[config.mk]
export PLATFORM = sky130hd
export DESIGN_NAME = icache_ctrl
export DESIGN_NICKNAME = d
export VERILOG_FILES = /design/src/rtl/icache_pkg.sv /design/src/rtl/icache_ctrl.sv
export VERILOG_INCLUDE_DIRS = /design/src /design/src/rtl
export SDC_FILE = /design/constraint.sdc
export NUM_CORES = 1
export LEC_CHECK = 0
export BUFFER_PORTS_ARGS = -buffer_cell sky130_fd_sc_hd__buf_4
export CAP_MARGIN = 20
export CORE_MARGIN = 10
export CORE_UTILIZATION = 40
export DETAILED_ROUTE_END_ITERATION = 8
export GPL_ROUTABILITY_DRIVEN = 0
export HOLD_SLACK_MARGIN = 0.08
export PLACE_DENSITY_LB_ADDON = 0.08
export SETUP_SLACK_MARGIN = 0.5
export SYNTH_ARGS = -nofsm -noshare
export SYNTH_HDL_FRONTEND = slang
export SYNTH_SLANG_ARGS = --single-unit
[constraint.sdc]
create_clock -name clk_i -period 1.53 [get_ports clk_i]
set_input_delay 0.153 -clock clk_i [delete_from_list [all_inputs] [get_ports clk_i]]
set_output_delay 0.153 -clock clk_i [all_outputs]
set_load 0.01 [all_outputs]
[src/rtl/icache_config.svh]
`ifndef ICACHE_CONFIG_SVH
`define ICACHE_CONFIG_SVH

// physical byte address width
`define ICACHE_ADDR_W 16

// fetch word returned to the cpu
`define ICACHE_WORD_W 32

// one cache line, four fetch words
`define ICACHE_LINE_W 128

// associativity and number of sets
`define ICACHE_WAYS 4
`define ICACHE_SETS 16

// random replacement source
`define ICACHE_LFSR_W 8

`endif

[src/rtl/icache_pkg.sv]
`include "icache_config.svh"

package icache_pkg;

  // address split, tag | index | byte offset
  localparam int unsigned OFFSET_W = $clog2(`ICACHE_LINE_W / 8);
  localparam int unsigned INDEX_W  = $clog2(`ICACHE_SETS);
  localparam int unsigned TAG_W    = `ICACHE_ADDR_W - INDEX_W - OFFSET_W;
  localparam int unsigned WAY_W    = $clog2(`ICACHE_WAYS);
  // word number inside a line
  localparam int unsigned WSEL_W   = $clog2(`ICACHE_LINE_W / `ICACHE_WORD_W);

  typedef logic [TAG_W-1:0]          tag_t;
  typedef logic [INDEX_W-1:0]        index_t;
  typedef logic [OFFSET_W-1:0]       offset_t;
  typedef logic [WAY_W-1:0]          way_idx_t;
  typedef logic [`ICACHE_WAYS-1:0]   way_vec_t;
  typedef logic [`ICACHE_LINE_W-1:0] line_t;
  typedef logic [`ICACHE_WORD_W-1:0] word_t;

  typedef struct packed {
    tag_t    tag;
    index_t  index;
    offset_t offset;
  } fetch_fields_t;

  // raw word for the refill address, fields for the array lookup
  typedef union packed {
    logic [`ICACHE_ADDR_W-1:0] raw;
    fetch_fields_t             f;
  } fetch_addr_u;

  typedef enum logic [2:0] {FLUSH, IDLE, LOOKUP, REFILL, REFILL_DONE} state_e;

endpackage

[src/rtl/icache_ctrl.sv]
`timescale 1ns/1ps

`include "icache_config.svh"

module icache_ctrl import icache_pkg::*; (
  input  logic                      clk_i,
  input  logic                      rst_ni,
  input  logic                      en_i,
  input  logic                      flush_i,
  input  logic                      fetch_req_i,
  input  fetch_addr_u               fetch_addr_i,
  output logic                      fetch_ack_o,
  output logic                      refill_req_o,
  output logic [`ICACHE_ADDR_W-1:0] refill_addr_o,
  input  logic                      refill_ack_i,
  input  way_vec_t                  way_hit_i,
  input  logic                      flush_done_i,
  output fetch_addr_u               lookup_addr_o,
  output logic                      flush_en_o,
  output logic                      fill_en_o,
  output logic                      use_refill_o,
  output logic                      miss_o
);

  state_e      state_d, state_q;
  logic        cache_en_d, cache_en_q;
  logic        flush_d, flush_q;
  logic        ack_d, ack_q;
  // current fetch is answered from the captured refill line
  logic        held_d, held_q;
  fetch_addr_u addr_d, addr_q;
  // first cycle of the refill ack
  logic        line_taken;

  assign line_taken    = (state_q == REFILL) && refill_ack_i;
  assign fetch_ack_o   = ack_q;
  assign refill_req_o  = (state_q == REFILL);
  // line aligned, built from the raw address word
  assign refill_addr_o = {addr_q.raw[`ICACHE_ADDR_W-1:OFFSET_W], {OFFSET_W{1'b0}}};
  assign lookup_addr_o = addr_q;
  assign flush_en_o    = (state_q == FLUSH);
  // write the line only while the cache is on
  assign fill_en_o     = line_taken && cache_en_q;
  // disabled fetches are refills too, but no misses
  assign miss_o        = line_taken && cache_en_q;
  assign use_refill_o  = line_taken || held_q;

  //////////////////////////////////////////////////
  // control fsm
  //////////////////////////////////////////////////

  always_comb begin
    state_d    = state_q;
    // disabling is immediate, enabling goes via flush
    cache_en_d = cache_en_q & en_i;
    flush_d    = flush_q | flush_i;
    ack_d      = ack_q;
    held_d     = held_q;
    addr_d     = addr_q;
    unique case (state_q)
      // walk all sets, then take the enable
      FLUSH: begin
        if (flush_done_i) begin
          state_d    = IDLE;
          flush_d    = flush_i;
          cache_en_d = en_i;
        end
      end
      // finish the open handshake first, then flush or a new fetch
      IDLE: begin
        if (ack_q) begin
          if (!fetch_req_i) begin
            ack_d  = 1'b0;
            held_d = 1'b0;
          end
        end else if (flush_q || (en_i && !cache_en_q)) begin
          state_d = FLUSH;
        end else if (fetch_req_i) begin
          addr_d  = fetch_addr_i;
          state_d = LOOKUP;
        end
      end
      // tags of the captured index are compared here
      LOOKUP: begin
        if (cache_en_q && (|way_hit_i)) begin
          ack_d   = 1'b1;
          state_d = IDLE;
        end else begin
          state_d = REFILL;
        end
      end
      // line is captured on the first ack cycle
      REFILL: begin
        if (refill_ack_i) begin
          held_d  = 1'b1;
          state_d = REFILL_DONE;
        end
      end
      // memory must release its ack before the fetch is answered
      REFILL_DONE: begin
        if (!refill_ack_i) begin
          ack_d   = 1'b1;
          state_d = IDLE;
        end
      end
      default: begin
        state_d = FLUSH;
      end
    endcase
  end

  always_ff @(posedge clk_i or negedge rst_ni) begin
    if (!rst_ni) begin
      state_q    <= FLUSH;
      cache_en_q <= 1'b0;
      flush_q    <= 1'b0;
      ack_q      <= 1'b0;
      held_q     <= 1'b0;
      addr_q     <= '0;
    end else begin
      state_q    <= state_d;
      cache_en_q <= cache_en_d;
      flush_q    <= flush_d;
      ack_q      <= ack_d;
      held_q     <= held_d;
      addr_q     <= addr_d;
    end
  end

endmodule

Yosys cells after proc, flatten, opt, wreduce, memory -nomap -nowiden
Index checks and enable logic that the tools add are counted.

Equal/unequal tests: 12. Muxes and demuxes: 21. Bitwise logic cells: 4. Reductions and logical operators: 15.

Operators with widths (count): 2-to-1 mux 3 bit (6); case mux 3 bit (5 select lines) (1); inequality test 2 bit, second input constant (6); 2-to-1 mux 1 bit (11); AND reduction 4 bit (2); equality test 3 x 2 -> 1 bit, second input constant (2); AND reduction 5 bit (1); logical AND 1 bit (4); OR reduction 4 bit (1); equality test 3 x 1 -> 1 bit, second input constant (1); equality test 3 bit, second input constant (1); zero test 3 bit (1); inequality test 3 bit, second input constant (1); case mux 1 bit (3 select lines) (1); AND reduction 3 bit (1); nonzero test 3 bit (1); logical OR 1 bit (2); 2-to-1 mux 2 bit (1); inequality test 2 x 1 -> 1 bit, second input constant (1); inverter 1 bit (2); case mux 1 bit (2 select lines) (1); nonzero test 2 bit (1); AND 1 bit (1); zero test 1 bit (1); OR 1 bit (1).

Register bits after elaboration: 23. Output and inout bits: 38. Logic and storage cells: 58.

Logic depth before layout (Yosys ltp)
Word-level depth: 6. Gate-level depth with buffers: 4. Mapped depth without buffers: 3.

Worst setup path before layout
OpenSTA, ideal clock, no wires.

Path kind: register to register. From: register state_q[1]. To: register addr_q (netlist bit lookup_addr_o[10]). Setup time: 0.125 ns. Arrival: 1.430 ns. Required time: 1.405 ns. Slack: -0.026 ns. Stages on the path, launching flop included: 5. Path buffers: 1. Clock period less this slack: 1.556 ns. Path through: dfrtp_1 nor4b_4 nand4b_4 buf_6 mux2_4.

Word-level cells in the longest chain between the ends: 2.

RTL lines: from (decl) (line icache_ctrl.sv:25) `state_e state_d, state_q;`; from (signal assigned) (line icache_ctrl.sv:121) `state_q <= state_d;`; equality test 3 x 1 -> 1 bit (line icache_ctrl.sv:60) `unique case (state_q)`; AND reduction 4 bit (no source line); to (signal assigned) (line icache_ctrl.sv:126) `addr_q <= addr_d;`; to (decl) (line icache_ctrl.sv:31) `fetch_addr_u addr_d, addr_q;`.

No other way between the ends. A chain may end at the register's enable or synchronous reset.

Worst setup path after layout
From: register state_q[2]. To: register addr_q (netlist bit lookup_addr_o[4]).

The elaborated chain is that of the path after synthesis.

==> results.md <==
* Io pins at 65
* P_sw at 0.001310 W
* Vias in the first global route at 1225
* VDD IR max at 0.8588 mV
* Netlist area before placement at 0.001235 mm^2
* Largest net degree at the start of global routing at 24
* Pre-CTS setup slack at 0.009367 ns
* Routed wire length at 3.962 mm
* Effective utilization at floorplan at 41.12%
* Most common cell after layout, fill and taps aside: buf_6
* Synth Instances at 100
* Xor/xnor share of the synthesized area at 0%
* PD cells at 1631 mW/mm^2
* Initial antenna violation count at 0
* Final hold violation count at 0
* Root buffer cell: clkbuf_4
* TritonCTS buffer count at 3
* Reg power frac at 28.9%
* Dpl hpwl at 2.606 mm
* H-tree levels at 1
* Port Buffers at 60
* Total track usage at 13.88%
* Met2 routed WL at 2.014 mm
* Netlist cell types at 31
* Worst-Margin Slew at 0.5484 ns
* Simple-gate share of the synthesized area at 13.98%
* Final worst-path cycle share at 106.6%
* Post-synthesis mux area share at 17.63%
* Worst Skew at 0.005036 ns
* Post-layout min period at 1.630 ns
* Total gr overflow at 0
* Placed cell areas at 0.001689 mm^2
* Met3 Wirelength at 352 um
* CP Data Required Time at 1.74 ns
* DRT iter0 DRCs at 54
* Reg2reg setup slack at -0.10 ns
* Clock share of power at 7.4%
* Pint at 0.002564 W
* Synth Area per Inst at 12.35 um^2
* CTS tree: yes
* Synth Area in Adders at 0%
* Fin Setup TNS at -1.371 ns
* DR WL/cell at 17.15 um
* Worst min path class: primary input to flip-flop
* Fmax at 0.6134 GHz
* Antenna Nets Post-Route at 0
* Worst Setup Start Kind: flip-flop
* Final core occ at 79.08%
* Sequential area share after synthesis at 46.61%
* Final setup viols at 19
* Fin. max-slew vios at 0
* Worst slew margin at 62.96%
* Worst Hold Slack at 0.1357 ns
* Layout cells sized above 1 at 66.67%
* Setup Crit Path Kind: flip-flop to flip-flop
* EDFF count, synth at 0
* Drc violations at 0
* Clock Latency Late Sink at 0.31 ns
* Max Used Layer: met4
* Ys async rst share at 100.0%
* Row cnt at 20
* Die height at 75.57 um
* Worst Path Arrival at 1.84 ns
* Max-cap violations at 0
* Compound-cell area share of the yosys netlist at 9.017%
* Failing checks: negative setup slack
* Seq cells post-synth at 23
* Top FF cell, synth: dfrtp_1
* Final instance area at 0.002375 mm^2
* Final setup margin at -0.1003 ns
* Met1 WL at 1.563 mm
* Clock Sinks at 23
* CTS max path bufs at 2
* Die area at 0.005710 mm^2
* CTS clk-pin slew, worst paths at 0.13 ns
* Chip width at 75.57 um
* Crit-path max FO at 16
* First-pass GRT wire length at 6.182 mm
* Comb power frac at 63.7%
* Layout Nets at 226
* Critical Path End Type: flip-flop
* Synth-to-layout area growth at 92.30%
* Routed vias/inst at 4.883
* Yosys warns at 0
* Core area at 0.003003 mm^2
* Leakage Power at 1.177 nW
* Commonest non-fill, non-tap cells in the layout: 46 x buf_6, 44 x buf_4, 22 x dfrtp_1
* Main combinational cell family by area after synthesis: multiplexers
* RSZ-0062 raised after global routing: yes
* Via count at 1128
* N_diodes at 0
* Status: finished with violations
* DRT Pass-1 Iters at 4
* Switching Share at 33.82%
-- metal layers --
| metal | up-vias | track usage [%] |
|---|---|---|
| li1 | 531 | - |
| met1 | 545 | 16.74 |
| met2 | 48 | 22.95 |
| met3 | 4 | 4.818 |
| met4 | 0 | 3.711 |
| met5 | - | 0 |
-- registers in the layout (all words and copies together) (netlist names) --
| name | flops |
|---|---|
| lookup_addr_o | 16 |
| fetch_ack_o | 1 |
| held_q | 1 |
| cache_en_q | 1 |
| flush_q | 1 |
| state_q | 3 |
-- critical path, cell delays in order, from the launching register on --
cell      delay [ns]
dfrtp_1         0.43
buf_6           0.13
nor4b_4         0.32
nand4b_4        0.15
buf_12          0.18
mux2_4          0.31
-- worst paths after layout --
path                            depth (start not counted)              from               end
worst max-delay path                                    5        state_q[2]  lookup_addr_o[4]
worst min-delay path                                    3      flush_done_i        cache_en_q
worst max register to register                          5        state_q[2]  lookup_addr_o[4]
worst min register to register                          1  lookup_addr_o[3]  lookup_addr_o[3]
max in group asynchronous                               2            rst_ni       fetch_ack_o
min in group asynchronous                               2            rst_ni        state_q[0]
-- per-stage QoR --
step                power (W)  instances
global route         0.004104        231
floorplan            0.002103        103
detailed placement   0.002727        181
finish               0.003874        231
global placement     0.002684        181
CTS                  0.003745        226
-- cell usage after synthesis, types with 2 or more instances --
library cell	count	area (um^2)
a21o_1	2	15.01
a21oi_1	4	20.02
buf_4	17	127.6
clkbuf_1	3	11.26
dfrtp_1	23	575.6
mux2_2	6	67.56
mux2_4	10	150.1
nand2b_1	2	12.51
nand3b_1	3	22.52
nor2b_1	5	31.28
nor3_1	2	10.01
nor3b_1	2	15.01
o21ai_0	2	10.01
o41ai_1	2	17.52
-- power groups by stage --
stage               clock network, W  registers (W)  logic, W
floorplan                          0        0.00114  0.000961
global placement                   0        0.00106   0.00163
detailed placement                 0        0.00107   0.00166
CTS                         0.000299        0.00111   0.00234
global route                0.000325        0.00115   0.00263
finish                      0.000287        0.00112   0.00247
-- final cells by class --
cell class	count	area, um^2
repair buffers	112	1094
clock inverters	1	5.005
clock buffers	3	22.52
multi-input cells	58	631.9
well taps	33	41.29
flip-flops and latches	23	576.8
fillers	172	628.1
inverters	1	3.754
-- cell families (layout without fill, tap and decap cells) --
| kind of cell | after synthesis | in the layout |
|---|---|---|
| compound gates | 16 | 16 |
| mux | 16 | 16 |
| buf+inv | 22 | 117 |
| flops | 23 | 23 |
| simple gates | 22 | 22 |
| other cells | 1 | 4 |
-- repair_timing --
action                                  in CTS  in global routing
pin swaps                                    9                  7
gates resized for setup                     50                 16
setup buffers                               22                  5
endpoints found under the hold margin       41                  0
hold buffers                                19                  0
endpoints found under the setup margin      54                 57
gates cloned                                 0                  0
No activity file was read; power rests on OpenSTA's default activity.
