--- src/rtl/icache_config.svh ---
`ifndef ICACHE_CONFIG_SVH
`define ICACHE_CONFIG_SVH

// physical byte address width
`define ICACHE_ADDR_W 16

// fetch word returned to the cpu
`define ICACHE_WORD_W 32

// one cache line, four fetch words
`define ICACHE_LINE_W 128

// associativity and number of sets
`define ICACHE_WAYS 4
`define ICACHE_SETS 16

// random replacement source
`define ICACHE_LFSR_W 8

`endif

--- src/rtl/icache_pkg.sv ---
`include "icache_config.svh"

package icache_pkg;

  // address split, tag | index | byte offset
  localparam int unsigned OFFSET_W = $clog2(`ICACHE_LINE_W / 8);
  localparam int unsigned INDEX_W  = $clog2(`ICACHE_SETS);
  localparam int unsigned TAG_W    = `ICACHE_ADDR_W - INDEX_W - OFFSET_W;
  localparam int unsigned WAY_W    = $clog2(`ICACHE_WAYS);
  // word number inside a line
  localparam int unsigned WSEL_W   = $clog2(`ICACHE_LINE_W / `ICACHE_WORD_W);

  typedef logic [TAG_W-1:0]          tag_t;
  typedef logic [INDEX_W-1:0]        index_t;
  typedef logic [OFFSET_W-1:0]       offset_t;
  typedef logic [WAY_W-1:0]          way_idx_t;
  typedef logic [`ICACHE_WAYS-1:0]   way_vec_t;
  typedef logic [`ICACHE_LINE_W-1:0] line_t;
  typedef logic [`ICACHE_WORD_W-1:0] word_t;

  typedef struct packed {
    tag_t    tag;
    index_t  index;
    offset_t offset;
  } fetch_fields_t;

  // raw word for the refill address, fields for the array lookup
  typedef union packed {
    logic [`ICACHE_ADDR_W-1:0] raw;
    fetch_fields_t             f;
  } fetch_addr_u;

  typedef enum logic [2:0] {FLUSH, IDLE, LOOKUP, REFILL, REFILL_DONE} state_e;

endpackage

--- src/rtl/icache_tag_array.sv ---
`timescale 1ns/1ps

`include "icache_config.svh"

module icache_tag_array import icache_pkg::*; (
  input  logic        clk_i,
  input  logic        rst_ni,
  input  fetch_addr_u lookup_addr_i,
  input  logic        flush_en_i,
  output logic        flush_done_o,
  input  logic        inv_valid_i,
  input  index_t      inv_index_i,
  input  logic        fill_en_i,
  input  way_idx_t    victim_way_i,
  output way_vec_t    way_hit_o,
  output way_vec_t    valid_vec_o,
  output way_idx_t    hit_idx_o
);

  tag_t     tag_q   [`ICACHE_SETS][`ICACHE_WAYS];
  way_vec_t valid_q [`ICACHE_SETS];
  index_t   flush_cnt_q;
  index_t   idx;

  assign idx = lookup_addr_i.f.index;

  //////////////////////////////////////////////////
  // flush walk and valid bits
  //////////////////////////////////////////////////

  // one set per cycle, wraps to zero after the last set
  always_ff @(posedge clk_i or negedge rst_ni) begin
    if (!rst_ni) begin
      flush_cnt_q <= '0;
    end else if (flush_en_i) begin
      flush_cnt_q <= flush_cnt_q + 1'b1;
    end
  end

  assign flush_done_o = flush_en_i && (flush_cnt_q == index_t'(`ICACHE_SETS - 1));

  // flush beats invalidation, fills never overlap either
  always_ff @(posedge clk_i or negedge rst_ni) begin
    if (!rst_ni) begin
      valid_q <= '{default: '0};
    end else if (flush_en_i) begin
      valid_q[flush_cnt_q] <= '0;
    end else if (inv_valid_i) begin
      // whole set goes, all ways
      valid_q[inv_index_i] <= '0;
    end else if (fill_en_i) begin
      valid_q[idx][victim_way_i] <= 1'b1;
    end
  end

  // tag storage
  always_ff @(posedge clk_i) begin
    if (fill_en_i) begin
      tag_q[idx][victim_way_i] <= lookup_addr_i.f.tag;
    end
  end

  //////////////////////////////////////////////////
  // tag compare, hit generation
  //////////////////////////////////////////////////

  assign valid_vec_o = valid_q[idx];

  for (genvar w = 0; w < `ICACHE_WAYS; w++) begin : gen_cmp
    assign way_hit_o[w] = valid_q[idx][w] && (tag_q[idx][w] == lookup_addr_i.f.tag);
  end

  // binary way number of the hit, lowest way wins
  always_comb begin
    hit_idx_o = '0;
    for (int w = `ICACHE_WAYS - 1; w >= 0; w--) begin
      if (way_hit_o[w]) begin
        hit_idx_o = way_idx_t'(w);
      end
    end
  end

endmodule

--- config.mk ---
export PLATFORM = sky130hd
export DESIGN_NAME = icache_tag_array
export DESIGN_NICKNAME = d
export VERILOG_FILES = /design/src/rtl/icache_pkg.sv /design/src/rtl/icache_tag_array.sv
export VERILOG_INCLUDE_DIRS = /design/src /design/src/rtl
export SDC_FILE = /design/constraint.sdc
export NUM_CORES = 1
export LEC_CHECK = 0
export ABC_AREA = 1
export BUFFER_PORTS_ARGS = -buffer_cell sky130_fd_sc_hd__buf_2
export CAP_MARGIN = 30
export CORE_ASPECT_RATIO = 1.1
export CORE_UTILIZATION = 59
export CTS_CLUSTER_DIAMETER = 80
export DETAILED_ROUTE_END_ITERATION = 8
export HOLD_SLACK_MARGIN = 0.02
export PLACE_DENSITY_LB_ADDON = 0.2
export SLEW_MARGIN = 20
export SYNTH_ARGS = -nofsm -noshare
export SYNTH_HDL_FRONTEND = slang
export SYNTH_SLANG_ARGS = --single-unit
--- constraint.sdc ---
create_clock -name clk_i -period 2.5 [get_ports clk_i]
set_clock_uncertainty 0.1 [all_clocks]
set_input_delay 0.375 -clock clk_i [delete_from_list [all_inputs] [get_ports clk_i]]
set_output_delay 0.375 -clock clk_i [all_outputs]
set_load 0.01 [all_outputs]
Word level (Yosys, flattened, before mapping)
Memory sizes are Yosys's and may differ from the RTL's.
Cells that the tools add are included.
{ "word_totals": {"register_bits": 68, "ram_bits": 512, "mem_count": 1, "elab_cells": 76, "output_inout_bits": 11, "inputBits": 27} }
{ "classes": {"n_lt_le_gt_ge": 10, "eq_ne": 5, "n_addsub": 1, "muxes": 22, "reduce_logical": 11, "bitwise_logic": 9} }
{ "mem_list": {"columns": ["memory", "words", "width", "read_ports", "rd_ports_with_merged_regs", "wr", "line", "rtl"], "rows": [
  ["tag_q", 16, 32, 1, 0, 1, "icache_tag_array.sv:20", "tag_t tag_q [`ICACHE_SETS][`ICACHE_WAYS];"]
]} }
{ "ops": {"columns": ["operator", "count"], "rows": [
  ["64-bit 2-to-1 mux", 3],
  ["64-bit AND", 2],
  ["64-bit NOT", 2],
  ["64-bit OR", 1],
  ["4-bit demux with 4-bit select", 3],
  ["8-bit == test", 4],
  ["32-bit 2-to-1 mux", 1],
  ["4-bit 2-to-1 mux", 5],
  ["4-bit binary-select mux with 4-bit select", 1],
  ["8-bit demux with 2-bit select", 1],
  ["5-bit greater-or-equal comparator, second input constant", 3],
  ["5-bit by 1-bit < comparator with 1-bit output, second input constant", 3],
  ["4-bit NOT with 5-bit output", 3],
  ["1-bit logical AND", 10],
  ["2-bit 2-to-1 mux", 4],
  ["8-bit 2-to-1 mux", 1],
  ["4-bit by 1-bit adder with 4-bit output, second input constant", 1],
  ["4-bit == test, second input constant", 1],
  ["3-bit greater-or-equal comparator, second input constant", 1],
  ["2-bit by 3-bit < comparator with 1-bit output, second input constant", 1],
  ["3-bit by 1-bit < comparator with 1-bit output, second input constant", 1],
  ["2-bit NOT with 3-bit output", 1],
  ["3-bit nonzero test", 1],
  ["1-bit demux with 2-bit select", 1],
  ["2 further kinds", 3]
]} }

Longest topological paths before layout
{ "depth": {"ltp_word": 10, "ltp_mapped": 19, "mapped_depth_nobuf": 17} }

Worst setup path after synthesis
No wires, ideal clock.
{ "synth_path": {"kind": "input port to output port", "from": "input port lookup_addr_i[4] (netlist name)", "to": "output port hit_idx_o[0]", "arrival_ns": 2.008, "path_buffers": 3, "cell_stages": 15, "t_required_ns": 2.025, "slack_ns": 0.017, "path_cell_list": "buf_4 > nand2_1 > inv_1 > buf_4 > buf_2 > a22oi_1 > nand2_1 > nand2_1 > nand2_1 > o21ai_1 > nand2_1 > nor2_1 > inv_2 > nor2_1 > a21oi_1"} }
{ "synth_between": {"word_cells_on_any_way": 17, "classes_between": "eq/ne: 4; mux: 7; bitwise: 1; reduce/logical: 4; memory: 1"} }
{ "synth_lines": {"columns": ["element", "line", "rtl"], "rows": [
  ["start, declared", "icache_tag_array.sv:8", "input fetch_addr_u lookup_addr_i,"],
  ["parallel branches: the longest is 4 deep, another holds memory 16 x 32 bit", null, null],
  ["1-bit logical AND (*)", "icache_tag_array.sv:70", "assign way_hit_o[w] = valid_q[idx][w] && (tag_q[idx][w] == lookup_addr_i.f.tag);"],
  ["via way_hit_o[0]", "icache_tag_array.sv:15", "output way_vec_t way_hit_o,"],
  ["2-bit 2-to-1 mux (*)", "icache_tag_array.sv:77", "if (way_hit_o[w]) begin"],
  ["end, declared", "icache_tag_array.sv:17", "output way_idx_t hit_idx_o"]
]} }
Mark *: on every way through the listed nets, which the timed path passes. The select of a mux whose other input is x is not followed.

Final worst setup path
{ "layout_path": {"from": "input port lookup_addr_i[4] (netlist name)", "to": "output port hit_idx_o[1]"} }
{ "layout_between": {"elab_chain_cells": 9, "word_cells_on_any_way": 17, "classes_between": "eq/ne: 4; mux: 7; bitwise: 1; reduce/logical: 4; memory: 1"} }
{ "layout_lines": {"columns": ["element", "line"], "rows": [
  ["parallel branches: the longest is 8 deep, another holds memory 16 x 32 bit", null],
  ["2-bit 2-to-1 mux (*)", "icache_tag_array.sv:77"]
]} }
Mark *: on every way between the ends. The select of a mux whose other input is x is not followed.

==> Flow_metrics.wiki <==
{| class="wikitable"
! Metric !! Value
|-
| Critical Path End Type || output port
|-
| Master cell of the clock root buffer || clkbuf_16
|-
| Core area || 41,500 µm²
|-
| Worst-case reg-to-reg path depth || 9
|-
| TritonCTS clock tree || yes
|-
| Most frequent cells in the layout || 1,050 x nand2_1, 512 x edfxtp_1, 204 x buf_4, 172 x nor2_1, 106 x inv_1
|-
| Initial drt markers || 2,312
|-
| Number of routed nets with antenna violations || 0
|-
| TritonCTS sink count || 580
|-
| Switching pwr || 5.36 mW
|-
| Worst-case headroom to the max-slew limit || 0.484
|-
| Category of the worst setup path launch point || input pin
|-
| First-pass GRT wire length || 111,000 µm
|-
| Met2 layer wire length in the routed design || 35,500 µm
|-
| Total congestion overflow after global routing || 0
|-
| Largest net degree at the start of global routing || 68
|-
| Final HPWL DP || 47,900 µm
|-
| Gate count after technology mapping || 2,452
|-
| Total internal power || 16.7 mW
|-
| H-Tree Level Count || 2
|-
| Post-route cell area || 30,500 µm²
|-
| Number of antenna repair diodes || 0
|-
| Source of the worst register-to-register timing path || flush_cnt_q[0]
|-
| Clock-pin transition on the worst setup and hold timing paths || 60 ps
|-
| Clock power frac || 0.405
|-
| Final TNS setup || -2440 ps
|-
| Setup slack at placement || -656 ps
|-
| Starting utilization of the core area || 0.602
|-
| Cell taking the most area after synthesis || edfxtp_1
|-
| Average wire per cell in the routed design || 22.5 µm
|-
| Final Hold Viols || 0
|-
| Total of max-cap violations || 0
|-
| Number of detailed-route iterations in the first pass || 6
|-
| Number of nets in the final layout || 2,737
|-
| Static leakage || 12.2 nW
|-
| # port buffers || 33
|-
| Switch share || 0.243
|-
| Worst hold margin || 55.1 ps
|-
| Worst endpoint required time || 2030 ps
|-
| Total DRC errors in the routed layout || 0
|-
| Violations in the final reports || setup timing
|-
| Final setup viols || 6
|-
| F_max || 326 MHz
|-
| Routed via count divided by cell count || 5.91
|-
| Chip height || 218 µm
|-
| Number of nets in the synthesized netlist || 2,483
|-
| Buffers from clock root to sink, at most || 3
|-
| Number of fill cells || 2,862
|-
| Average footprint of a synthesized cell || 10.2 µm²
|-
| Least setup slack across all paths after layout || -567 ps
|-
| Data arrival time at the worst-slack endpoint || 2590 ps
|-
| Top Ports || 38
|-
| GPL Wtd Cong || 0.991
|-
| Layout-stage area growth over the synthesis result || 22.2%
|-
| Via total after detailed routing || 19.6k
|-
| Critical path class || in2out
|-
| Instance count after placement with tap cells included || 3,177
|-
| Most frequent standard cell in the layout excluding fill and tap cells || nand2_1
|-
| Top routing layer in use || met4
|-
| Transition at the pin with the smallest max-transition slack || 774 ps
|-
| Final critical delay including setup and external delays || 3070 ps
|-
| Total cell area at the placement stage || 27,600 µm²
|-
| Portion of the post-synthesis area used by sequential elements || 0.684
|-
| Fraction of layout instances using a drive strength above 1 || 0.191
|-
| TritonCTS Buffers || 57
|-
| Post-layout util || 0.735
|-
| Routed metal-1 wirelength || 28,500 µm
|-
| Overall die area || 43,100 µm²
|-
| Logic pwr share || 0.101
|-
| Peak supply drop || 0.863 mV
|-
| Setup repair after global routing missed its margin || true
|-
| DR WL met3 || 6560 µm
|-
| Sum of internal, switching and leakage power || 22.1 mW
|-
| Peak fanout along the critical path || 13
|-
| Count of final max-slew check failures || 0
|-
| Destination of the critical timing path || hit_idx_o[1]
|-
| Worst skew pair latency || 620 ps
|-
| Synth warnings || 0
|-
| Post-layout instance count excluding filler cells || 3,313
|-
| Register-to-register setup slack || 730 ps
|-
| Cell types occupying the most area after synthesis || edfxtp_1 62%, nand2_1 16%, dfrtp_1 6.8%, nor2_1 3.1%, inv_1 1.8%
|-
| Period Utilization, post-route || 1.23
|-
| Width of the die || 198 µm
|-
| Endpoint of the worst register-to-register path || valid_q[4]
|-
| Total detailed-routing wirelength || 74,400 µm
|-
| Reg power frac || 0.494
|-
| Kind of path behind the tightest hold check || in2reg
|-
| Number of core rows || 78
|-
| Share of the synthesized area in the top cell type || 0.616
|-
| Antenna violations before repair || 0
|-
| Status || finished, violations left
|-
| Vias in the first global route || 19.1k
|-
| Worst Setup SP || lookup_addr_i[4]
|-
| Post-synthesis cell type count || 32
|-
| Overall Global Routing Usage || 0.351
|-
| Summed instance area of the synthesized netlist || 25,000 µm²
|-
| Power density normalized to cell area || 724 nW/µm²
|-
| FF+latch count, synth || 580
|}
==> critical path: stages <==
cell     delay (ps)
buf_12          130
buf_4           140
nor2_4          150
buf_6           190
buf_12          150
nand2_1          60
nand4_1         160
nand2_1         120
nand2_1         100
nor2_2           60
o21ai_0         260
nor2_2           60
nand3_2         120
buf_4           130
nand2_2          80
nor2_4          150
buf_6           120
==> how the worst min path moves through the flow <==
| stage | to | cells past startpoint | startpoint |
|---|---|---|---|
| after floorplan | flush_cnt_q[0] | 0 | rst_ni |
| after global placement | valid_q[1] | 1 | rst_ni |
| after detailed placement | valid_q[0] | 1 | rst_ni |
| after CTS | tag_q[11][31] | 1 | lookup_addr_i[15] |
| after global routing | tag_q[11][31] | 1 | lookup_addr_i[15] |
| final | tag_q[3][10] | 1 | lookup_addr_i[10] |
==> synthesized netlist by cell type <==
master / n
inv_2: 6
nand4_1: 62
a21oi_1: 36
a22o_1: 1
nor3_1: 14
o32a_1: 1
ha_1: 4
nand2_2: 1
a22oi_1: 37
o2111ai_1: 5
o21ai_0: 79
clkbuf_1: 44
nor2_1: 205
o21ai_1: 10
buf_1: 6
nor2_2: 3
buf_6: 1
edfxtp_1: 512
a32o_1: 1
buf_2: 47
o211ai_1: 13
clkinv_1: 4
a211oi_1: 7
xor2_1: 3
nand2_1: 1093
dfrtp_1: 68
inv_1: 118
a31oi_1: 2
o22ai_1: 24
nand3_1: 38
buf_4: 4
a221oi_1: 3
==> power groups by stage <==
stage | registers (mW) | logic, mW | clock network (mW)
6_report | 10.9 | 2.23 | 8.95
2_1_floorplan | 11.1 | 1.05 | 0
3_5_place_dp | 11.1 | 1.96 | 0
5_1_grt | 10.9 | 2.41 | 9.35
4_1_cts | 10.9 | 2.09 | 9.00
3_3_place_gp | 11.1 | 1.92 | 0
==> kinds of logic after synthesis <==
kind of cell / count (synthesis) / share of synthesized area
buf+inv: 230 / 0.0379
simple gates: 1416 / 0.222
compound gates: 219 / 0.0527
xor+xnor: 3 / 0.00105
flops: 580 / 0.684
fa+ha+maj: 4 / 0.00201
==> repair_timing <==
item                       4_1_cts  5_1_grt
cloned                           6        1
pin swaps                       41       48
buffers inserted                10       11
setup endpoints to repair        9        9
resized for setup               94      100
hold endpoints to repair        28        0
hold buffers                     4        0
==> sequential cells by signal, indices dropped and copies added, names as in the netlist <==
| name | cells |
|---|---|
| flush_cnt_q | 4 |
| valid_q | 64 |
| tag_q | 512 |
==> layout make-up <==
class | count | area (µm²) | share of cell area
repair buffers | 297 | 2880 | 0.0944
flip-flops and latches | 580 | 17100 | 0.560
multi-input cells | 1642 | 7370 | 0.242
clock buffers | 68 | 1530 | 0.0501
inverters | 128 | 509 | 0.0167
well taps | 560 | 701 | 0.0230
clock inverters | 38 | 430 | 0.0141
==> layer usage <==
metal	GRT usage	vias up
met5	0	-
met4	0.179	0
met3	0.0479	257
met2	0.564	1135
met1	0.471	9451
li1	-	8744
Power figures use the tool's default switching activity.
