<file path="config.mk">
export PLATFORM = sky130hd
export DESIGN_NAME = icache_repl
export DESIGN_NICKNAME = d
export VERILOG_FILES = /design/src/rtl/icache_pkg.sv /design/src/rtl/icache_repl.sv
export VERILOG_INCLUDE_DIRS = /design/src /design/src/rtl
export SDC_FILE = /design/constraint.sdc
export NUM_CORES = 1
export LEC_CHECK = 0
export ABC_AREA = 1
export BUFFER_PORTS_ARGS = -buffer_cell sky130_fd_sc_hd__buf_2
export CORE_AREA = 2 2 39 41
export DETAILED_ROUTE_END_ITERATION = 16
export DIE_AREA = 0 0 41 43
export SLEW_MARGIN = 20
export SYNTH_ARGS = -nofsm -noshare
export SYNTH_HDL_FRONTEND = slang
export SYNTH_SLANG_ARGS = --single-unit
</file>
<file path="constraint.sdc">
create_clock -name clk_i -period 1.5 [get_ports clk_i]
set_input_delay 0.3 -clock clk_i [delete_from_list [all_inputs] [get_ports clk_i]]
set_output_delay 0.3 -clock clk_i [all_outputs]
set_load 0.01 [all_outputs]
</file>
<file path="src/rtl/icache_config.svh">
`ifndef ICACHE_CONFIG_SVH
`define ICACHE_CONFIG_SVH

// physical byte address width
`define ICACHE_ADDR_W 16

// fetch word returned to the cpu
`define ICACHE_WORD_W 32

// one cache line, four fetch words
`define ICACHE_LINE_W 128

// associativity and number of sets
`define ICACHE_WAYS 4
`define ICACHE_SETS 16

// random replacement source
`define ICACHE_LFSR_W 8

`endif

</file>
<file path="src/rtl/icache_pkg.sv">
`include "icache_config.svh"

package icache_pkg;

  // address split, tag | index | byte offset
  localparam int unsigned OFFSET_W = $clog2(`ICACHE_LINE_W / 8);
  localparam int unsigned INDEX_W  = $clog2(`ICACHE_SETS);
  localparam int unsigned TAG_W    = `ICACHE_ADDR_W - INDEX_W - OFFSET_W;
  localparam int unsigned WAY_W    = $clog2(`ICACHE_WAYS);
  // word number inside a line
  localparam int unsigned WSEL_W   = $clog2(`ICACHE_LINE_W / `ICACHE_WORD_W);

  typedef logic [TAG_W-1:0]          tag_t;
  typedef logic [INDEX_W-1:0]        index_t;
  typedef logic [OFFSET_W-1:0]       offset_t;
  typedef logic [WAY_W-1:0]          way_idx_t;
  typedef logic [`ICACHE_WAYS-1:0]   way_vec_t;
  typedef logic [`ICACHE_LINE_W-1:0] line_t;
  typedef logic [`ICACHE_WORD_W-1:0] word_t;

  typedef struct packed {
    tag_t    tag;
    index_t  index;
    offset_t offset;
  } fetch_fields_t;

  // raw word for the refill address, fields for the array lookup
  typedef union packed {
    logic [`ICACHE_ADDR_W-1:0] raw;
    fetch_fields_t             f;
  } fetch_addr_u;

  typedef enum logic [2:0] {FLUSH, IDLE, LOOKUP, REFILL, REFILL_DONE} state_e;

endpackage

</file>
<file path="src/rtl/icache_repl.sv">
`timescale 1ns/1ps

`include "icache_config.svh"

module icache_repl import icache_pkg::*; (
  input  logic     clk_i,
  input  logic     rst_ni,
  input  way_vec_t valid_vec_i,
  input  logic     fill_en_i,
  output way_idx_t victim_way_o
);

  // x^8 + x^6 + x^5 + x^4 + 1, galois form
  localparam logic [`ICACHE_LFSR_W-1:0] LFSR_TAPS = 'hB8;
  localparam logic [`ICACHE_LFSR_W-1:0] LFSR_SEED = 'h01;

  logic [`ICACHE_LFSR_W-1:0] lfsr_q;
  way_idx_t                  inv_way;
  logic                      all_valid;

  assign all_valid = &valid_vec_i;

  // lowest numbered free way
  always_comb begin
    inv_way = '0;
    for (int w = `ICACHE_WAYS - 1; w >= 0; w--) begin
      if (!valid_vec_i[w]) begin
        inv_way = way_idx_t'(w);
      end
    end
  end

  // steps only when a full set really evicts something
  always_ff @(posedge clk_i or negedge rst_ni) begin
    if (!rst_ni) begin
      lfsr_q <= LFSR_SEED;
    end else if (fill_en_i && all_valid) begin
      lfsr_q <= {1'b0, lfsr_q[`ICACHE_LFSR_W-1:1]} ^ (lfsr_q[0] ? LFSR_TAPS : '0);
    end
  end

  // free way first, random pick once the set is full
  assign victim_way_o = all_valid ? lfsr_q[WAY_W-1:0] : inv_way;

endmodule

</file>
=== Yosys cells after proc, flatten, opt, wreduce, memory -nomap -nowiden ===
Cells that the tools add are included.

* Bits in registers: 8
* Input port bits: 7
* Output and inout port bits: 2
* Word-level logic and storage cells: 10

* Mux-type cells: 6
* Bitwise gates (word level): 1
* Reduce and logical (&&, ||, !) cells: 2

{| class="wikitable"
|+ Operators with widths
! operator !! number
|-
| $mux W2 || 5
|-
| $mux W8 || 1
|-
| $xor A7 B8 Y8 || 1
|-
| $reduce_and A4 Y1 || 1
|-
| $logic_and A1 B1 Y1 || 1
|}

=== Logic depth before layout (Yosys ltp) ===
Gate-level depths: netlist of the first run.

* Depth in word-level cells: 5
* Gate-level depth with buffers: 5

=== Worst setup path after synthesis of the first run ===
No wires, ideal clock.

* Kind: input to output
* Start point: input port valid_vec_i[2]
* End point: output port victim_way_o[0]
* Arrival time: 0.748 ns
* Required time: 1.200 ns
* Slack: 0.452 ns
* Stages on the path: 4
* Path buffers: 0
* Path through: nand2_1 nor2_4 nand2_1 nand2_1

* Word-level cells in the longest chain between the ends: 4

{| class="wikitable"
|+ RTL lines
! element !! line !! source
|-
| start, declared || icache_repl.sv:8 || <nowiki>input way_vec_t valid_vec_i,</nowiki>
|-
| $mux W2 (3 in series) || icache_repl.sv:27 || <nowiki>if (!valid_vec_i[w]) begin</nowiki>
|-
| $mux W2 (*) || icache_repl.sv:43 || <nowiki>assign victim_way_o = all_valid ? lfsr_q[WAY_W-1:0] : inv_way;</nowiki>
|-
| end, declared || icache_repl.sv:10 || <nowiki>output way_idx_t victim_way_o</nowiki>
|}

Every way passes the cells marked *; elsewhere a longest branch is shown, timed or not.

=== Final worst setup path of the first run ===
* Start point: register lfsr_q[0]
* End point: output port victim_way_o[0]

* Word-level cells in the longest chain between the ends: 1

{| class="wikitable"
|+ RTL lines
! element !! line !! source
|-
| start, declared || icache_repl.sv:17 || <nowiki>logic [`ICACHE_LFSR_W-1:0] lfsr_q;</nowiki>
|-
| start signal, assigned || icache_repl.sv:38 || <nowiki>lfsr_q <= {1'b0, lfsr_q[`ICACHE_LFSR_W-1:1]} ^ (lfsr_q[0] ? LFSR_TAPS : '0);</nowiki>
|-
| $mux W2 || icache_repl.sv:43 ||
|}

Every way passes these cells.

==> impl_metrics.env, run 1 <==
export IMPL_crit_type="flip-flop to output port"
export IMPL_drive_gt1_share_pct=22.9
export IMPL_cts_tree="yes"
export IMPL_cp_data_required_time_ns=1.20
export IMPL_power_leakage_nw=0.293
export IMPL_rows=14
export IMPL_cp_end_kind="output port"
export IMPL_post_cts_buffers=0
export IMPL_timing_final_crit_share_pct=91.9
export IMPL_reg_largest_list="lfsr_q: 8 flops"
export IMPL_rsz0062_at_grt="false"
export IMPL_hold_class="primary input to flip-flop"
export IMPL_gr_total_overflow=0
export IMPL_slew_viol_final=0
export IMPL_min_from="fill_en_i"
export IMPL_syn_inst=57
export IMPL_drv_cap=0
export IMPL_ys_types=11
export IMPL_syn_area_um2=415
export IMPL_area_growth_pct=23.8
export IMPL_core_um2=1380
export IMPL_synth_edf_count=0
export IMPL_yosysTopAreaCell="dfrtp_1"
export IMPL_final_setup_tns_ns=0
export IMPL_first_global_vias=336
export IMPL_track_usage_pct=11.7
export IMPL_syn_area_per_cell_um2=7.29
export IMPL_gr_usage_met2_pct=14.4
export IMPL_initial_core_util_pct=30.0
export IMPL_drt_iter0_drc=14
export IMPL_clk_pin_slew_ns=0.06
export IMPL_yosys_most_used_dff="dfrtp_1"
export IMPL_grt_pass1_wl_um=1350
export IMPL_timing_slew_headroom_pct=86.6
export IMPL_clkLatencyLatePin_ns=0.25
export IMPL_dr_pass1_iters=3
export IMPL_fin_skew_ns=0.00277
export IMPL_yosysTopAreaCellShare_pct=42.2
export IMPL_synth_most_common_cell="nand2_1"
export IMPL_antenna_cells=0
export IMPL_min_period_ns=1.38
export IMPL_fp_dieW_um=41
export IMPL_gp_congestion=0.665
export IMPL_top_usage_layer="met1"
export IMPL_cp_startpoint="lfsr_q[0]"
export IMPL_grt_util_met3_pct=7.85
export IMPL_io_buffers=8
export IMPL_crit_path_start_kind="flip-flop"
export IMPL_dieArea_um2=1760
export IMPL_finalSetupViolCount=0
export IMPL_timing_final_ws_setup_ns=0.122
export IMPL_synthTopCellsByArea="dfrtp_1, nand2_1, nand3_1, dfstp_2, inv_1"
export IMPL_dp_worst_setup_slack_ns=0.389
export IMPL_grt_max_degree=10
export IMPL_hold_viol=0
export IMPL_dr_total_vias=371
export IMPL_dp_hpwl_um=581
export IMPL_cp_max_fo=7
export IMPL_ctsHoldBuffers=1
export IMPL_top_register="lfsr_q"
export IMPL_cts_htree_levels=1
export IMPL_route_detailed_drc=0
export IMPL_nets=78
export IMPL_cp_arrival_ns=1.08
export IMPL_wl_per_cell_um=9.20
export IMPL_wl_um=791
export IMPL_antenna_found_initial=0
export IMPL_io_pins=9
export IMPL_p_total_uw=430
export IMPL_clock_path_buffers=2
export IMPL_powerDensity_nw_per_um2=835
export IMPL_cts_resized=0
export IMPL_chipHeight_um=43
export IMPL_synth_commonest_cells="nand2_1, nand3_1, dfrtp_1"
export IMPL_syn_nets=64
export IMPL_status="finished clean"
export IMPL_n_fill_cell=152
export IMPL_largest_reg_flops=8
export IMPL_synth_seq_cells=8
export IMPL_worst_slew_pin_slew_ns=0.201
export IMPL_viasPerCell=4.31
export IMPL_ir_worst_vdd_mv=0.407
export IMPL_r2r_start="lfsr_q[0]"
export IMPL_gr_usage_met1_pct=16.1
export IMPL_final_antenna_net_count=0
export IMPL_cts_sinks=8
export IMPL_synth_seq_area_share_pct=48.5
export IMPL_root_buffer="clkbuf_4"
export IMPL_ys_warn_count=0
export IMPL_max_freq_ghz=0.726
export IMPL_numCtsBuffers=3
export IMPL_async_reset_ff_share_pct=100
==> cells in the final DEF (no fill, tap or decap), drive strengths merged <==
cell / n
dlygate4sd3: 1
nor2: 3
clkbuf: 4
o21ai: 1
buf: 9
dfstp: 1
nand3: 8
dfrtp: 7
inv: 5
nand2: 31
==> kinds of logic after synthesis <==
family                 after synthesis  synth area share (%)
and+or+nand+nor                     42                  44.6
DFF                                  8                  48.5
AOI/OAI and AO/OA                    1                  1.20
buffers and inverters                6                  5.72
==> cell type report <==
cell class	instances	area, µm²	share of cell area, %
inverter	5	18.8	3.65
clock buffer	4	26.3	5.11
tap	16	20.0	3.89
sequential	8	201	39.2
multi-input combinational	43	190	37.0
timing repair buffer	10	57.6	11.2
==> metrics by stage <==
| stage | cell area [µm²] | utilization, % | hold WS (ns) | std cells |
|---|---|---|---|---|
| floorplan | 415 | - | 0.00441 | 57 |
| global placement | 478 | 34.5 | 0.154 | 81 |
| detailed placement | 478 | 34.5 | 0.160 | 81 |
| CTS | 514 | 37.2 | 0.352 | 86 |
| global route | 514 | 37.2 | 0.369 | 86 |
| finish | 514 | 37.2 | 0.356 | 86 |
==> per-layer routing <==
layer | part of all wire (%) | wire length [µm]
met1 | 47 | 373
met2 | 48 | 382
met3 | 4.3 | 34
met4 | 0 | 0
met5 | 0 | 0
==> critical path, cell delays in order, from the launching register on <==
cell and delay (ns):
dfstp_2 0.58, nand2_1 0.07, nand2_1 0.06, buf_2 0.12
==> path summary, 6_finish.rpt <==
| path | endpoint | slack [ns] | cells past startpoint |
|---|---|---|---|
| setup / recovery | victim_way_o[0] | 0.12 | 3 |
| hold / removal | lfsr_q[0] | 0.36 | 3 |
| setup reg to reg | lfsr_q[3] | 0.49 | 5 |
| hold reg to reg | lfsr_q[3] | 0.47 | 2 |
| max in group asynchronous | lfsr_q[0] | 0.84 | 2 |
| min in group asynchronous | lfsr_q[5] | 0.42 | 2 |
==> report_power, final <==
part / leakage [nW] / internal (mW) / switching (mW)
combinational: 0.169 / 0.0139 / 0.0223
clock: 0.0150 / 0.102 / 0.0753
sequential: 0.108 / 0.216 / 0
total: 0.293 / 0.332 / 0.0977
(Power assumes the default switching activity.)
==> run 2, diff against run 1 <==
--- a/config.mk
+++ b/config.mk
@@ -8,9 +8,12 @@
 export LEC_CHECK = 0
 export ABC_AREA = 1
 export BUFFER_PORTS_ARGS = -buffer_cell sky130_fd_sc_hd__buf_2
+export CELL_PAD_IN_SITES_DETAIL_PLACEMENT = 0
+export CELL_PAD_IN_SITES_GLOBAL_PLACEMENT = 1
 export CORE_AREA = 2 2 39 41
 export DETAILED_ROUTE_END_ITERATION = 16
 export DIE_AREA = 0 0 41 43
+export PLACE_DENSITY_LB_ADDON = 0.1
 export SLEW_MARGIN = 20
 export SYNTH_ARGS = -nofsm -noshare
 export SYNTH_HDL_FRONTEND = slang
==> run 2 against run 1 <==
Via count down 1.1%. Sequential power barely moved. Largest cell class unchanged. Global-route usage rose by 0.38 points. Cell area stayed put. Clock-buffer cell count stayed put. Total power fell by 1.0%. Die area did not move. Hold slack better by 0.0091 ns. Critical path depth unchanged. Flip-flop and latch count unchanged. Clock power is 2% lower. Non-clock buffer count unchanged.
==> impl_metrics.env, run 2 (synthesis results as in run 1) <==
export IMPL_status="finished clean"
export IMPL_dr_total_vias=367
export IMPL_clock_path_buffers=2
export IMPL_power_leakage_nw=0.293
export IMPL_cts_tree="yes"
export IMPL_clkLatencyLatePin_ns=0.25
export IMPL_cp_arrival_ns=1.07
export IMPL_final_antenna_net_count=0
export IMPL_cts_resized=0
export IMPL_place_area_um2=478
export IMPL_numCtsBuffers=3
export IMPL_p_sw_uw=93.5
export IMPL_hold_viol=0
export IMPL_antenna_found_initial=0
export IMPL_min_period_ns=1.37
export IMPL_final_cell_mix="nand2_1, nand3_1, buf_2, dfrtp_1, inv_1"
export IMPL_fp_dieW_um=41
export IMPL_cp_startpoint="lfsr_q[0]"
export IMPL_antenna_cells=0
export IMPL_gr_total_overflow=0
export IMPL_wl_per_cell_um=9.07
export IMPL_timing_final_crit_share_pct=91.1
export IMPL_combPwrFrac_pct=8.4
export IMPL_layout_commonest_cell="nand2_1"
export IMPL_timing_final_ws_setup_ns=0.133
export IMPL_clk_pin_slew_ns=0.05
export IMPL_fin_skew_ns=0.00784
export IMPL_worstReg2RegEnd="lfsr_q[3]"
export IMPL_p_total_uw=425
export IMPL_grt_pass1_wl_um=1430
export IMPL_p_clk_share_pct=40.8
export IMPL_reg2reg_depth=5
export IMPL_gp_congestion=0.665
export IMPL_timing_slew_headroom_pct=87.4
export IMPL_rows=14
export IMPL_cp_data_required_time_ns=1.20
export IMPL_initial_core_util_pct=30.0
export IMPL_crit_path_start_kind="flip-flop"
export IMPL_r2r_start="lfsr_q[0]"
export IMPL_track_usage_pct=12.1
export IMPL_internal_power_uw=332
export IMPL_cts_sinks=8
export IMPL_root_buffer="clkbuf_4"
export IMPL_first_global_vias=337
export IMPL_grt_max_degree=10
export IMPL_area_growth_pct=23.8
export IMPL_dieArea_um2=1760
export IMPL_cp_end_kind="output port"
export IMPL_final_core_util_pct=37.2
export IMPL_worst_slew_pin_slew_ns=0.189
export IMPL_switching_share_pct=22.0
export IMPL_drive_gt1_share_pct=22.9
export IMPL_p_seq_share_pct=50.8
export IMPL_powerDensity_nw_per_um2=827
export IMPL_io_pins=9
export IMPL_reg_largest_list="lfsr_q: 8 flops"
export IMPL_cp_max_fo=7
export IMPL_route_detailed_drc=0
export IMPL_holdPathStages=3
export IMPL_dp_worst_setup_slack_ns=0.389
export IMPL_dr_pass1_iters=5
export IMPL_r2r_setup_slack_ns=0.49
export IMPL_drt_iter0_drc=9
export IMPL_post_cts_buffers=0
export IMPL_worst_hold_path_endpoint="lfsr_q[0]"
export IMPL_min_from="fill_en_i"
export IMPL_final_setup_tns_ns=0
export IMPL_drv_cap=0
export IMPL_chipHeight_um=43
export IMPL_rsz0062_at_grt="false"
export IMPL_wl_um=780
export IMPL_design_area_um2=514
export IMPL_finalSetupViolCount=0
export IMPL_ir_worst_vdd_mv=0.423
export IMPL_cts_htree_levels=1
export IMPL_io_buffers=8
export IMPL_dp_hpwl_um=568
export IMPL_crit_type="flip-flop to output port"
export IMPL_viasPerCell=4.27
export IMPL_nets=78
export IMPL_core_um2=1380
export IMPL_hold_class="primary input to flip-flop"
export IMPL_slew_viol_final=0
export IMPL_ctsHoldBuffers=1
export IMPL_top_register="lfsr_q"
export IMPL_max_freq_ghz=0.732
export IMPL_largest_reg_flops=8
run 2: cell counts in the layout (fill, tap and decap cells not counted):
No cell type changed its count.
run 2: worst max path at each step:
stage | slack, ns | cells past startpoint | end
final | 0.13 | 3 | victim_way_o[0]
after global routing | 0.06 | 3 | victim_way_o[0]
after CTS | 0.11 | 3 | victim_way_o[0]
after detailed placement | 0.39 | 3 | victim_way_o[0]
after global placement | 0.40 | 6 | victim_way_o[0]
after floorplan | 0.45 | 4 | victim_way_o[0]
run 2: critical path, cell delays in order (launching register included):
cell,delay [ns]
dfstp_2,0.58
nand2_1,0.07
nand2_1,0.05
buf_2,0.12
run 2: through the flow:
| stage | instances | hold WS [ns] |
|---|---|---|
| final | 86 | 0.365 |
| after global placement | 81 | 0.155 |
| after detailed placement | 81 | 0.153 |
| after floorplan | 57 | 0.00441 |
| after CTS | 86 | 0.352 |
| after global routing | 86 | 0.379 |
run 2: power groups by stage:
| stage | logic, mW | clock network (mW) | registers [mW] |
|---|---|---|---|
| after floorplan | 0.0163 | 0 | 0.220 |
| after CTS | 0.0364 | 0.186 | 0.216 |
| final | 0.0357 | 0.173 | 0.216 |
| after detailed placement | 0.0343 | 0 | 0.220 |
| after global placement | 0.0348 | 0 | 0.220 |
| after global routing | 0.0421 | 0.193 | 0.216 |
run 2: area by class of cell:
type / count / area (µm²)
multi-input combinational: 43 / 190
timing repair buffer: 10 / 57.6
tap: 16 / 20.0
clock buffer: 4 / 26.3
inverter: 5 / 18.8
fill: 159 / 870
sequential: 8 / 201
run 2: layer usage:
metal  vias to the layer above  GRT usage (%)  routed length, µm
li1                        201              -                  -
met5                         -              0                  0
met4                         0           10.0                 13
met3                         2           1.57                 28
met1                       159           18.1                414
met2                         5           14.7                324
